**config.mk**
```make
export PLATFORM = sky130hd
export DESIGN_NAME = uart_top
export DESIGN_NICKNAME = d
export VERILOG_FILES = /design/src/hw/uart_pkg.sv /design/src/hw/uart_top.sv /design/src/hw/uart_transmitter.sv /design/src/hw/uart_receiver.sv /design/src/hw/uart_rx_sampler.sv /design/src/hw/uart_baud_gen.sv
export SDC_FILE = /design/constraint.sdc
export NUM_CORES = 1
export LEC_CHECK = 0
export ABC_AREA = 1
export BUFFER_PORTS_ARGS = -buffer_cell sky130_fd_sc_hd__buf_2
export CAP_MARGIN = 30
export CELL_PAD_IN_SITES_DETAIL_PLACEMENT = 0
export CELL_PAD_IN_SITES_GLOBAL_PLACEMENT = 1
export CORE_MARGIN = 2
export CORE_UTILIZATION = 26
export CTS_CLUSTER_DIAMETER = 60
export DETAILED_ROUTE_END_ITERATION = 7
export PLACE_DENSITY = 0.52
export SYNTH_ARGS = -nofsm -noshare
export SYNTH_HDL_FRONTEND = slang
export SYNTH_SLANG_ARGS = --single-unit
```
**constraint.sdc**
```tcl
create_clock -name clk -period 3.1 [get_ports clk]
set_input_delay 0.62 -clock clk [delete_from_list [all_inputs] [get_ports clk]]
set_output_delay 0.62 -clock clk [all_outputs]
set_load 0.03 [all_outputs]
```
**src/hw/uart_pkg.sv**
```systemverilog
// UART package: frame constants, baud rate table and baud divisor function
`default_nettype none

package uart_pkg;

    // Frame format, 8 data bits with even parity and one stop bit
    localparam int DATA_BITS    = 8;    // Data bits per frame
    localparam int OVERSAMPLE   = 16;   // Ticks per bit
    localparam int BAUD_SEL_W   = 3;    // Width of baud_select
    localparam int STABLE_DEPTH = 3;    // Oversamples that must agree

    // Rates indexed by baud_select
    localparam int BAUD_RATES [2**BAUD_SEL_W] = '{
        300,
        1200,
        4800,
        9600,
        19200,
        38400,
        57600,
        115200
    };

    // Clocks per oversample tick, never below 1
    function automatic logic [15:0] baud_divisor(
        input int                    clk_freq_hz,
        input logic [BAUD_SEL_W-1:0] sel
    );
        int div;
        div = clk_freq_hz / (BAUD_RATES[sel] * OVERSAMPLE);
        if (div < 1) begin
            div = 1;                    // Clock too slow for the rate
        end
        return div[15:0];
    endfunction

endpackage

`default_nettype wire
```
**src/hw/uart_top.sv**
```systemverilog
// UART top level joining baud generator, input sampler, receiver and transmitter
`default_nettype none

module uart_top import uart_pkg::*; #(
    parameter int CLK_FREQ_HZ = 25_000_000
) (
    input  wire                  clk,
    input  wire                  reset,
    input  wire [BAUD_SEL_W-1:0] baud_select,  // Shared by both paths
    input  wire                  rx_en,
    input  wire                  rxd,
    input  wire                  tx_en,
    input  wire                  tx_start,
    input  wire [DATA_BITS-1:0]  tx_data,
    output logic [DATA_BITS-1:0] rx_data,
    output logic                 rx_valid,
    output logic                 rx_ferror,
    output logic                 rx_perror,
    output logic                 txd,
    output logic                 tx_busy
);

    wire  baud_run = rx_en | tx_en;    // Tick runs for either path
    logic os_tick;
    logic rxd_sync;
    logic bit_stable;

    uart_baud_gen #(
        .CLK_FREQ_HZ (CLK_FREQ_HZ)
    ) u_baud_gen (
        .clk         (clk),
        .reset       (reset),
        .baud_select (baud_select),
        .run         (baud_run),
        .os_tick     (os_tick)
    );

    uart_rx_sampler u_rx_sampler (
        .clk        (clk),
        .reset      (reset),
        .enable     (rx_en),
        .rxd        (rxd),
        .os_tick    (os_tick),
        .rxd_sync   (rxd_sync),
        .bit_stable (bit_stable)
    );

    // Receiver sees only the synchronized line
    uart_receiver u_receiver (
        .clk        (clk),
        .reset      (reset),
        .rx_en      (rx_en),
        .rxd        (rxd_sync),
        .os_tick    (os_tick),
        .bit_stable (bit_stable),
        .rx_data    (rx_data),
        .rx_valid   (rx_valid),
        .rx_ferror  (rx_ferror),
        .rx_perror  (rx_perror)
    );

    uart_transmitter u_transmitter (
        .clk      (clk),
        .reset    (reset),
        .tx_en    (tx_en),
        .tx_start (tx_start),
        .tx_data  (tx_data),
        .os_tick  (os_tick),
        .txd      (txd),
        .tx_busy  (tx_busy)
    );

endmodule

`default_nettype wire

```
**src/hw/uart_transmitter.sv**
```systemverilog
// UART transmitter serializing start, data, even parity and stop bits on the oversample tick
`default_nettype none

module uart_transmitter import uart_pkg::*; (
    input  wire                  clk,
    input  wire                  reset,
    input  wire                  tx_en,
    input  wire                  tx_start,     // One-clock request
    input  wire [DATA_BITS-1:0]  tx_data,      // Taken with tx_start
    input  wire                  os_tick,      // 16x oversample strobe
    output logic                 txd,
    output logic                 tx_busy
);

    localparam int FRAME_BITS = DATA_BITS + 3;    // Start, data, parity, stop
    localparam int TICK_W     = $clog2(OVERSAMPLE);
    localparam int BIT_W      = $clog2(FRAME_BITS);

    localparam logic [TICK_W-1:0] TICK_LAST = TICK_W'(OVERSAMPLE - 1);
    localparam logic [BIT_W-1:0]  BIT_LAST  = BIT_W'(FRAME_BITS - 1);

    logic [FRAME_BITS-1:0] shreg;      // Bit on the line is in LSB
    logic [TICK_W-1:0]     tick_cnt;   // Ticks into current bit
    logic [BIT_W-1:0]      bit_cnt;    // Bits already sent
    logic                  start_ok;   // Accepted request

    // Requests while busy or disabled are dropped
    assign start_ok = tx_start && tx_en && !tx_busy;

    always_ff @(posedge clk or posedge reset) begin
        if (reset) begin
            tx_busy  <= 1'b0;
            tick_cnt <= '0;
            bit_cnt  <= '0;
            shreg    <= '1;             // Line idles high
        end else if (!tx_en) begin
            // Abort, ticks may stop once the enable is gone
            tx_busy  <= 1'b0;
            tick_cnt <= '0;
            bit_cnt  <= '0;
            shreg    <= '1;
        end else if (start_ok) begin
            tx_busy  <= 1'b1;
            tick_cnt <= '0;
            bit_cnt  <= '0;
            shreg    <= {1'b1, ^tx_data, tx_data, 1'b0};
        end else if (tx_busy && os_tick) begin
            tick_cnt <= tick_cnt + 1'b1;
            if (tick_cnt == TICK_LAST) begin
                // Next bit, ones fill from the top
                shreg   <= {1'b1, shreg[FRAME_BITS-1:1]};
                bit_cnt <= bit_cnt + 1'b1;
                if (bit_cnt == BIT_LAST) begin
                    tx_busy <= 1'b0;    // Stop bit done
                end
            end
        end
    end

    // All ones outside a frame, so the line stays high when idle
    assign txd = shreg[0];

endmodule

`default_nettype wire

```
**src/hw/uart_receiver.sv**
```systemverilog
// UART receive FSM with data assembly, parity and framing checks and error lock states
`default_nettype none

module uart_receiver import uart_pkg::*; (
    input  wire                  clk,
    input  wire                  reset,
    input  wire                  rx_en,
    input  wire                  rxd,          // Synchronized serial input
    input  wire                  os_tick,      // 16x oversample strobe
    input  wire                  bit_stable,   // From sampler
    output logic [DATA_BITS-1:0] rx_data,
    output logic                 rx_valid,
    output logic                 rx_ferror,
    output logic                 rx_perror
);

    localparam int TICK_W = $clog2(OVERSAMPLE);
    localparam int IDX_W  = $clog2(DATA_BITS);

    localparam logic [TICK_W-1:0] TICK_MID  = TICK_W'(OVERSAMPLE / 2 - 1);
    localparam logic [TICK_W-1:0] TICK_LAST = TICK_W'(OVERSAMPLE - 1);
    localparam logic [IDX_W-1:0]  IDX_LAST  = IDX_W'(DATA_BITS - 1);

    // Frame states first in frame order, then disabled, idle and the two locks
    localparam logic [2:0] S_START    = 3'd0;
    localparam logic [2:0] S_DATA     = 3'd1;
    localparam logic [2:0] S_PARITY   = 3'd2;
    localparam logic [2:0] S_STOP     = 3'd3;
    localparam logic [2:0] S_DISABLED = 3'd4;
    localparam logic [2:0] S_IDLE     = 3'd5;
    localparam logic [2:0] S_PLOCK    = 3'd6;   // Parity error, held
    localparam logic [2:0] S_FLOCK    = 3'd7;   // Framing error, held

    logic [2:0]        state;
    logic [2:0]        next_state;
    logic [TICK_W-1:0] tick_cnt;     // Ticks into the current bit
    logic [IDX_W-1:0]  bit_idx;      // Next data bit position
    logic              mid_tick;     // Middle of bit
    logic              bit_end;      // Last tick of bit
    logic              stop_window;  // Second half of stop bit or later
    logic              stop_bad;     // Stop bit low or noisy

    assign mid_tick = os_tick && (tick_cnt == TICK_MID);
    assign bit_end  = os_tick && (tick_cnt == TICK_LAST);

    // Stop bit only judged once its middle has passed
    // The history still holds parity samples near the bit edge
    assign stop_window = (state == S_STOP) && (tick_cnt > TICK_MID);
    assign stop_bad    = stop_window && (!rxd || !bit_stable);

    always_ff @(posedge clk or posedge reset) begin
        if (reset) begin
            state <= S_DISABLED;
        end else begin
            state <= next_state;
        end
    end

    // Bit timing counter, restarts on the start edge seen in idle
    // Saturates in stop so a held stop state keeps its check window open
    always_ff @(posedge clk or posedge reset) begin
        if (reset) begin
            tick_cnt <= '0;
        end else if (state == S_IDLE || state == S_DISABLED) begin
            tick_cnt <= '0;
        end else if (os_tick && !(state == S_STOP && tick_cnt == TICK_LAST)) begin
            tick_cnt <= tick_cnt + 1'b1;        // Wraps at bit end
        end
    end

    // Data bit index, LSB first
    always_ff @(posedge clk or posedge reset) begin
        if (reset) begin
            bit_idx <= '0;
        end else if (state == S_IDLE) begin
            bit_idx <= '0;
        end else if (state == S_DATA && bit_end) begin
            bit_idx <= bit_idx + 1'b1;
        end
    end

    // Received byte, each bit taken at mid-bit
    always_ff @(posedge clk) begin
        if (state == S_DATA && mid_tick) begin
            rx_data[bit_idx] <= rxd;
        end
    end

    // Next state
    // Framing checked ahead of parity in every frame state
    always_comb begin
        next_state = state;
        case (state)
            S_DISABLED: begin
                if (rx_en) begin
                    next_state = S_IDLE;
                end
            end
            S_IDLE: begin
                if (!rx_en) begin
                    next_state = S_DISABLED;
                end else if (!rxd) begin
                    next_state = S_START;       // Falling edge, frame begins
                end
            end
            S_START: begin
                if (mid_tick && !bit_stable) begin
                    next_state = S_FLOCK;
                end else if (bit_end) begin
                    next_state = S_DATA;
                end
            end
            S_DATA: begin
                if (mid_tick && !bit_stable) begin
                    next_state = S_FLOCK;
                end else if (bit_end && bit_idx == IDX_LAST) begin
                    next_state = S_PARITY;
                end
            end
            S_PARITY: begin
                if (mid_tick && !bit_stable) begin
                    next_state = S_FLOCK;
                end else if (mid_tick && (rxd != ^rx_data)) begin
                    next_state = S_PLOCK;       // Even parity mismatch
                end else if (bit_end) begin
                    next_state = S_STOP;
                end
            end
            S_STOP: begin
                if (stop_bad) begin
                    next_state = S_FLOCK;
                end else if (bit_end && !rx_en) begin
                    next_state = S_DISABLED;    // Else hold here with valid up
                end
            end
            S_PLOCK, S_FLOCK: begin
                if (!rx_en) begin
                    next_state = S_DISABLED;    // Only way out besides reset
                end
            end
            default: begin
                next_state = S_DISABLED;
            end
        endcase
    end

    // Flags come from lock states, valid from a clean stop bit
    assign rx_valid  = stop_window && !stop_bad;
    assign rx_ferror = (state == S_FLOCK);
    assign rx_perror = (state == S_PLOCK);

endmodule

`default_nettype wire

```
**src/hw/uart_rx_sampler.sv**
```systemverilog
// Serial input synchronizer with oversample history and bit stability flag
`default_nettype none

module uart_rx_sampler import uart_pkg::*; (
    input  wire  clk,
    input  wire  reset,
    input  wire  enable,       // Receiver enable
    input  wire  rxd,          // Raw serial line
    input  wire  os_tick,      // Oversample strobe
    output logic rxd_sync,     // Line after two flops
    output logic bit_stable    // Recent oversamples all agree
);

    logic [1:0]              sync_ff;   // Metastability chain
    logic [STABLE_DEPTH-1:0] history;   // Last values taken on os_tick

    // Two-flop synchronizer, idles at line high
    always_ff @(posedge clk or posedge reset) begin
        if (reset) begin
            sync_ff <= '1;
        end else begin
            sync_ff <= {sync_ff[0], rxd};
        end
    end

    assign rxd_sync = sync_ff[1];

    // History shifts once per oversample tick
    // While disabled it is filled with the present level, so the first
    // frame after enable starts from a clean, agreeing history
    always_ff @(posedge clk or posedge reset) begin
        if (reset) begin
            history <= '1;
        end else if (!enable) begin
            history <= {STABLE_DEPTH{rxd_sync}};
        end else if (os_tick) begin
            history <= {history[STABLE_DEPTH-2:0], rxd_sync};  // Newest in LSB
        end
    end

    // Stable when every entry is 1 or every entry is 0
    assign bit_stable = (&history) || !(|history);

endmodule

`default_nettype wire

```
**src/hw/uart_baud_gen.sv**
```systemverilog
// Baud tick generator producing the 16x oversample strobe for the selected rate
`default_nettype none

module uart_baud_gen import uart_pkg::*; #(
    parameter int CLK_FREQ_HZ = 25_000_000
) (
    input  wire                  clk,
    input  wire                  reset,
    input  wire [BAUD_SEL_W-1:0] baud_select,
    input  wire                  run,          // High while either path is enabled
    output logic                 os_tick
);

    logic [15:0] divisor;   // Reload value for current rate
    logic [15:0] count;     // Clocks left until next tick

    // Divisor follows baud_select directly, a change applies at next reload
    assign divisor = baud_divisor(CLK_FREQ_HZ, baud_select);

    // Down-counter
    // 0 means cleared, so the first enabled clock only loads the divisor
    // Tick fires at count 1, then reload, giving one tick per divisor clocks
    always_ff @(posedge clk or posedge reset) begin
        if (reset) begin
            count <= '0;
        end else if (!run) begin
            count <= '0;                // Held clear while both paths are off
        end else if (count <= 16'd1) begin
            count <= divisor;           // Load after clear or after a tick
        end else begin
            count <= count - 16'd1;
        end
    end

    // One-clock pulse at the end of each period
    assign os_tick = run && (count == 16'd1);

endmodule

`default_nettype wire

```
### Yosys cells after proc, flatten, opt, wreduce, memory -nomap -nowiden

Memories as Yosys holds them, arrays and structs flattened.
Cells that the tools add are included.

* word-level logic and storage cells: 134
* bits in writable memories: 0
* bits of input ports: 17
* flip-flop bits (word level): 59
* memories kept: 1
* latch bits: 0
* memory bits (read-only): 256

Memory list
* (no name shown): words 8, width 32, read ports 1, clocked after memory_dff 0, wr ports 0, line uart_pkg.sv:30 `div = clk_freq_hz / (BAUD_RATES[sel] * OVERSAMPLE);`

* divide/modulo/power cells: 1
* multipliers: 0
* reductions and logical operators: 39
* order comparisons: 6
* shift operators: 0
* bitwise gates (word level): 2
* eq/ne operators: 25
* $add $sub $neg: 5
* mux-type cells: 44

Operators with widths (number)
* $mux 28: 2
* $mux 3: 17
* $mux 16: 3
* $mux 11: 4
* $mux 4: 9
* $div 26x32->32 const A: 1
* $lt 32x2->1 const B: 1
* $pmux 3 s7: 1
* $logic_and 1x1->1: 18
* $eq 16x1->1 const B: 1
* $le 16x1->1 const B: 1
* $reduce_xor 8->1: 2
* $sub 16x1->16 const B: 1
* $eq 3x3->1 const B: 5
* $add 4x1->4 const B: 3
* $eq 4x4->1 const B: 3
* $ne 3x1->1 const B: 4
* $bwmux 8: 1
* $logic_not 1->1: 7
* $reduce_and 7->1: 1
* $eq 3x2->1 const B: 2
* $mux 1: 6
* $ne 3x3->1 const B: 2
* $reduce_and 3->1: 2
* 21 further kinds: 25

### Logic depth before layout (Yosys ltp)

* depth after elaboration: 9
* gate-level depth with buffers: 296
* gate-level depth less buffers: 275

### Cells and area by module

From an unflattened synthesis, not the netlist that was laid out.

* cells, all modules: 3307
* area, all modules: 18961.9 um^2

By module, submodules not included
* uart_baud_gen: times used 1, cells an instance 2978, area each 16418.2 um^2
* uart_receiver: times used 1, cells an instance 158, area each 1192.4 um^2
* uart_transmitter: times used 1, cells an instance 144, area each 1127.3 um^2
* uart_rx_sampler: times used 1, cells an instance 24, area each 212.7 um^2
* uart_top: times used 1, cells an instance 3, area each 11.3 um^2

### Worst setup path after synthesis

No wires, ideal clock.

* path kind: in2reg
* start point: input baud_select[1]
* end point: register u_baud_gen.count[14]
* path slack: -34499 ps
* stages: 283
* path buffers: 27
* library setup time: 138 ps
* data arrival time: 37461 ps
* path through: inv_1 ha_1 inv_1 nor2_8 bufinv_8 clkbuf_1 buf_1 ha_1 inv_1 nor3b_1 ha_1 o21ai_0 nand2_1 nand3_2 nor2_1 o21ai_0 inv_1 ha_1 [... 247 more ...] nor3_4 nand3_4 buf_4 inv_1 nand2_1 o31ai_1 ha_1 a21oi_1 nor2_1 a211oi_1 a21oi_1 nand3_1 nand2_1 nand2_2 nand3_4 buf_8 nand3_2 a21oi_1

* longest elaborated chain between the ends: 9

RTL lines
* start, declared: line uart_top.sv:9 `input wire [BAUD_SEL_W-1:0] baud_select,`
* $not 3->4 (implied by the code) *: line uart_pkg.sv:30
* $mem_v2 8x32 *
* $mux 28 (implied by the code) * (2 in a row): line uart_pkg.sv:30
* $div 26x32->32 *: line uart_pkg.sv:30
* $lt 32x2->1: line uart_pkg.sv:31 `if (div < 1) begin`
* $mux 16 *: line uart_pkg.sv:31
* $mux 16 *: line uart_baud_gen.sv:28 `end else if (count <= 16'd1) begin`
* $mux 16 *: line uart_baud_gen.sv:26 `end else if (!run) begin`
* end signal, assigned: line uart_baud_gen.sv:29 `count <= divisor;`
* end signal, assigned: line uart_baud_gen.sv:31 `count <= count - 16'd1;`
* end, declared: line uart_baud_gen.sv:15 `logic [15:0] count;`

Every way passes the cells marked *; elsewhere a longest branch is shown, timed or not. The select of a mux whose other input is x is not followed.
A chain may end at the register's enable or synchronous reset.

### Worst setup path after layout

* start point: input baud_select[1]
* end point: register u_baud_gen.count[0]

Same word-level chain as after synthesis.

==> Flow_metrics.wiki <==
{| class="wikitable"
! Metric !! Value
|-
| Worst path bufs/invs || 65
|-
| Number of H-tree levels || 3
|-
| Final cell area excluding filler cells || 33740 µm²
|-
| Type of element launching the critical path || input pin
|-
| Final std cells w/o fill || 5420
|-
| Hold Fails Final Rpt || 0
|-
| Clock Skew || 0.009764 ns
|-
| Clock latency on the worst-skew pair || 0.32 ns
|-
| Worst setup slack for register-to-register paths || 0.38 ns
|-
| Pin count of the biggest net entering global routing || 41
|-
| Post-Syn Area per Cell || 5.992 µm²
|-
| Commonest register cell after synthesis || sky130_fd_sc_hd__dfrtp_1
|-
| Ant. Diodes || 0
|-
| Maximum clock path buffer count || 2
|-
| Final Setup Violations || 15
|-
| Flop and latch count out of synthesis || 58
|-
| Share of flip-flops with an asynchronous set or reset after synthesis || 0.8621
|-
| Count of flip-flops with a built-in enable after synthesis || 8
|-
| DR pass1 iterations || 5
|-
| Worst Hold Path EP || u_rx_sampler.sync_ff[1]
|-
| Antenna violations before repair || 1
|-
| Via count of the first global-routing pass || 26490
|-
| Overall routed net length || 95750 µm
|-
| Grt ovf || 0
|-
| CTS Sinks || 58
|-
| RSZ-0062 raised after global routing || true
|-
| Global placer's final weighted congestion || 0.9620
|-
| Total track usage || 0.2503
|-
| Boundary pin count || 30
|-
| Antenna Nets Post-Route || 0
|-
| Area of the core || 71490 µm²
|-
| Min Clock Period, post-route || 32.20 ns
|-
| Post-place setup slack || -31.84 ns
|-
| Outcome || complete, but fails checks
|-
| Cell row count || 98
|-
| Total count of max-transition violations in the final report || 0
|-
| Mean number of vias per cell || 4.817
|-
| Post-layout net count || 4711
|-
| Top Family by Delay on Critical Path || simple AND/OR/NAND/NOR gates
|-
| Number of hold buffers added after CTS || 0
|-
| Final routed DRC violation total || 0
|-
| Warnings from Yosys || 0
|-
| Register area || 1511 µm²
|-
| Number of clock buffers inserted by TritonCTS || 9
|-
| Initial core utilization || 0.2622
|-
| Violated checks || negative setup slack
|-
| CTS root buf || sky130_fd_sc_hd__clkbuf_16
|-
| Area Overhead vs Synth || 80.05%
|-
| Width of the die || 272.5 µm
|-
| TritonCTS clock tree || yes
|-
| Instance count along the most critical hold path || 0
|-
| Gate count after technology mapping || 3128
|-
| Least-Margin Pin Slew || 0.8920 ns
|-
| Critical path capture point type || register
|-
| Worst slew margin || 0.4053
|-
| Worst-path fanout max || 8
|-
| Kind of path behind the tightest hold check || register to register
|-
| Fraction of layout instances using a drive strength above 1 || 0.4707
|-
| Drt wl/cell || 17.67 µm
|-
| Worst R2R Path Depth || 16
|-
| Highest clock frequency the design can meet || 0.03105 GHz
|-
| Area used by multi-input combinational logic || 18550 µm²
|-
| CTS clk-pin slew, worst paths || 0.05 ns
|-
| Number of fillers in the final layout || 7202
|-
| Cell type of the slowest stage on the worst timing path || sky130_fd_sc_hd__ha_1
|-
| Overall die height || 272.5 µm
|-
| Origin of the critical flop-to-flop path || u_baud_gen.count[10]
|-
| Arrival time worst endpoint || 32.41 ns
|-
| Port Buf Inserts || 29
|-
| Final critical-path setup slack || -29.10 ns
|-
| Critical path type || input pin to register
|-
| Post-synthesis instance area || 18740 µm²
|-
| Area enclosed by the die boundary || 74250 µm²
|-
| HPWL after detailed placement || 73890 µm
|-
| Cell seen most often among critical-path stages || sky130_fd_sc_hd__buf_4
|-
| Endpoint of the most critical register-to-register path || u_receiver.state[1]
|-
| Total vias in the final route || 26110
|-
| Period utilisation layout || 10.39
|-
| Post-DP Area || 28630 µm²
|-
| Required time reported for the critical path endpoint || 3.31 ns
|-
| Wire length of the first global-routing pass || 146800 µm
|-
| Number of design-rule violations left by the first detailed-router iteration || 1380
|-
| Post-synthesis cell type count || 75
|-
| Hold path startpoint || u_rx_sampler.sync_ff[0]
|-
| Register area share after synthesis || 0.08065
|-
| Highest cell delay on the worst timing path || 0.31 ns
|-
| MaxCap Viol Count || 0
|-
| DP Cell Count || 5141
|}
[cell usage in the layout (no fill, tap or decap), types with 34 or more instances in the layout]
cell | netlist | final
sky130_fd_sc_hd__a21oi_1 | 182 | 113
sky130_fd_sc_hd__a21oi_2 | 11 | 64
sky130_fd_sc_hd__buf_4 | 14 | 1309
sky130_fd_sc_hd__buf_6 | 13 | 34
sky130_fd_sc_hd__dfrtp_1 | 34 | 34
sky130_fd_sc_hd__ha_1 | 228 | 140
sky130_fd_sc_hd__ha_4 | 0 | 83
sky130_fd_sc_hd__inv_1 | 361 | 314
sky130_fd_sc_hd__inv_2 | 20 | 49
sky130_fd_sc_hd__nand2_1 | 827 | 723
sky130_fd_sc_hd__nand2_2 | 41 | 108
sky130_fd_sc_hd__nand2_4 | 18 | 57
sky130_fd_sc_hd__nand3_1 | 229 | 208
sky130_fd_sc_hd__nand3_2 | 27 | 39
sky130_fd_sc_hd__nand4_1 | 75 | 75
sky130_fd_sc_hd__nor2_1 | 271 | 230
sky130_fd_sc_hd__nor2_2 | 10 | 36
sky130_fd_sc_hd__nor3_1 | 49 | 40
sky130_fd_sc_hd__o21ai_0 | 226 | 108
sky130_fd_sc_hd__o21ai_1 | 27 | 66
sky130_fd_sc_hd__o21ai_2 | 0 | 54
sky130_fd_sc_hd__xnor2_1 | 79 | 73
sky130_fd_sc_hd__xor2_1 | 109 | 107
[sequential cells by signal (all words and copies together), names as in the netlist, 3 cells and up]
register,cells
u_rx_sampler.history,3
u_receiver.tick_cnt,4
u_baud_gen.count,16
u_receiver.bit_idx,3
u_receiver.rx_data,8
u_transmitter.shreg,10
u_receiver.state,3
u_transmitter.tick_cnt,4
u_transmitter.bit_cnt,4
[area by class of cell]
class,instances,area share
sequential,58,0.04479
timing repair buffer,1380,0.3124
clock buffer,9,0.006674
timing repair inverter,7,0.001854
clock inverter,7,0.002484
inverter,392,0.04694
tap,950,0.03523
multi-input combinational,2617,0.5497
[worst max path at each step]
stage / from / to / slack (ns) / cells past startpoint
after floorplan: baud_select[1] / u_baud_gen.count[14] / -30.25 / 276
after global placement: baud_select[1] / u_baud_gen.count[14] / -31.39 / 252
after detailed placement: baud_select[1] / u_baud_gen.count[14] / -31.84 / 253
after CTS: baud_select[1] / u_baud_gen.count[14] / -28.55 / 258
after global routing: baud_select[1] / u_baud_gen.count[0] / -31.14 / 263
final: baud_select[1] / u_baud_gen.count[0] / -29.10 / 258
[repair_timing]
item | 4_1_cts | 5_1_grt
setup buffers | 206 | 48
pin swaps | 232 | 184
endpoints found under the hold margin | 0 | 0
gates cloned | 10 | 2
setup endpoints to repair | 15 | 16
gates resized for setup | 433 | 217
[cells by family (layout without fill, tap and decap cells)]
group           count (synthesis)  in the layout  synth area share
xor+xnor                      188            188           0.08786
simple gates                 1626           1631            0.4016
mux                             1              1         0.0006008
buf+inv                       459           1795            0.1043
fa+ha+maj                     229            229            0.1533
compound gates                566            566            0.1716
flops                          58             58           0.08065
other cells                     1              2         0.0002001
[Yosys cell counts (11+ instances only)]
cell type	number	area (µm²)
sky130_fd_sc_hd__nand2_1	827	3104
sky130_fd_sc_hd__inv_1	361	1355
sky130_fd_sc_hd__nor2_1	271	1017
sky130_fd_sc_hd__nand3_1	229	1146
sky130_fd_sc_hd__ha_1	228	2853
sky130_fd_sc_hd__o21ai_0	226	1131
sky130_fd_sc_hd__a21oi_1	182	910.9
sky130_fd_sc_hd__xor2_1	109	954.7
sky130_fd_sc_hd__xnor2_1	79	691.9
sky130_fd_sc_hd__nand4_1	75	469.2
sky130_fd_sc_hd__nor3_1	49	245.2
sky130_fd_sc_hd__nand2_2	41	256.5
sky130_fd_sc_hd__dfrtp_1	34	850.8
sky130_fd_sc_hd__clkbuf_1	27	101.4
sky130_fd_sc_hd__nand3_2	27	270.3
sky130_fd_sc_hd__o21ai_1	27	135.1
sky130_fd_sc_hd__inv_2	20	75.07
sky130_fd_sc_hd__nand2_4	18	202.7
sky130_fd_sc_hd__a31oi_1	16	100.1
sky130_fd_sc_hd__dfstp_2	16	420.4
sky130_fd_sc_hd__nand3b_1	15	112.6
sky130_fd_sc_hd__o22ai_1	15	93.84
sky130_fd_sc_hd__or2_2	15	93.84
sky130_fd_sc_hd__a21o_1	14	105.1
sky130_fd_sc_hd__buf_4	14	105.1
sky130_fd_sc_hd__buf_6	13	146.4
sky130_fd_sc_hd__nor4_1	13	81.33
sky130_fd_sc_hd__a211oi_1	12	90.09
sky130_fd_sc_hd__a21oi_2	11	96.34
sky130_fd_sc_hd__o21bai_1	11	82.58
[stage by stage]
| step | hold WS (ns) | setup TNS (ns) | util |
|---|---|---|---|
| after floorplan | 0.3452 | -453.01 | - |
| after global placement | 0.3454 | -468.67 | 0.4005 |
| after detailed placement | 0.3481 | -475.48 | 0.4005 |
| after CTS | 0.3563 | -427.29 | 0.4533 |
| after global routing | 0.3614 | -466.20 | 0.4720 |
| final | 0.3547 | -435.73 | 0.4720 |
[layer usage]
layer	vias to the layer above	global-route usage	wire (µm)
met5	-	0	0
met4	0	0.05668	2424
met3	125	0.01384	2723
met2	434	0.4579	47320
met1	12400	0.3205	43280
li1	13150	-	-
Power is not shown: default switching activity piles up to over one toggle a cycle in this logic, so the estimate is an artifact.
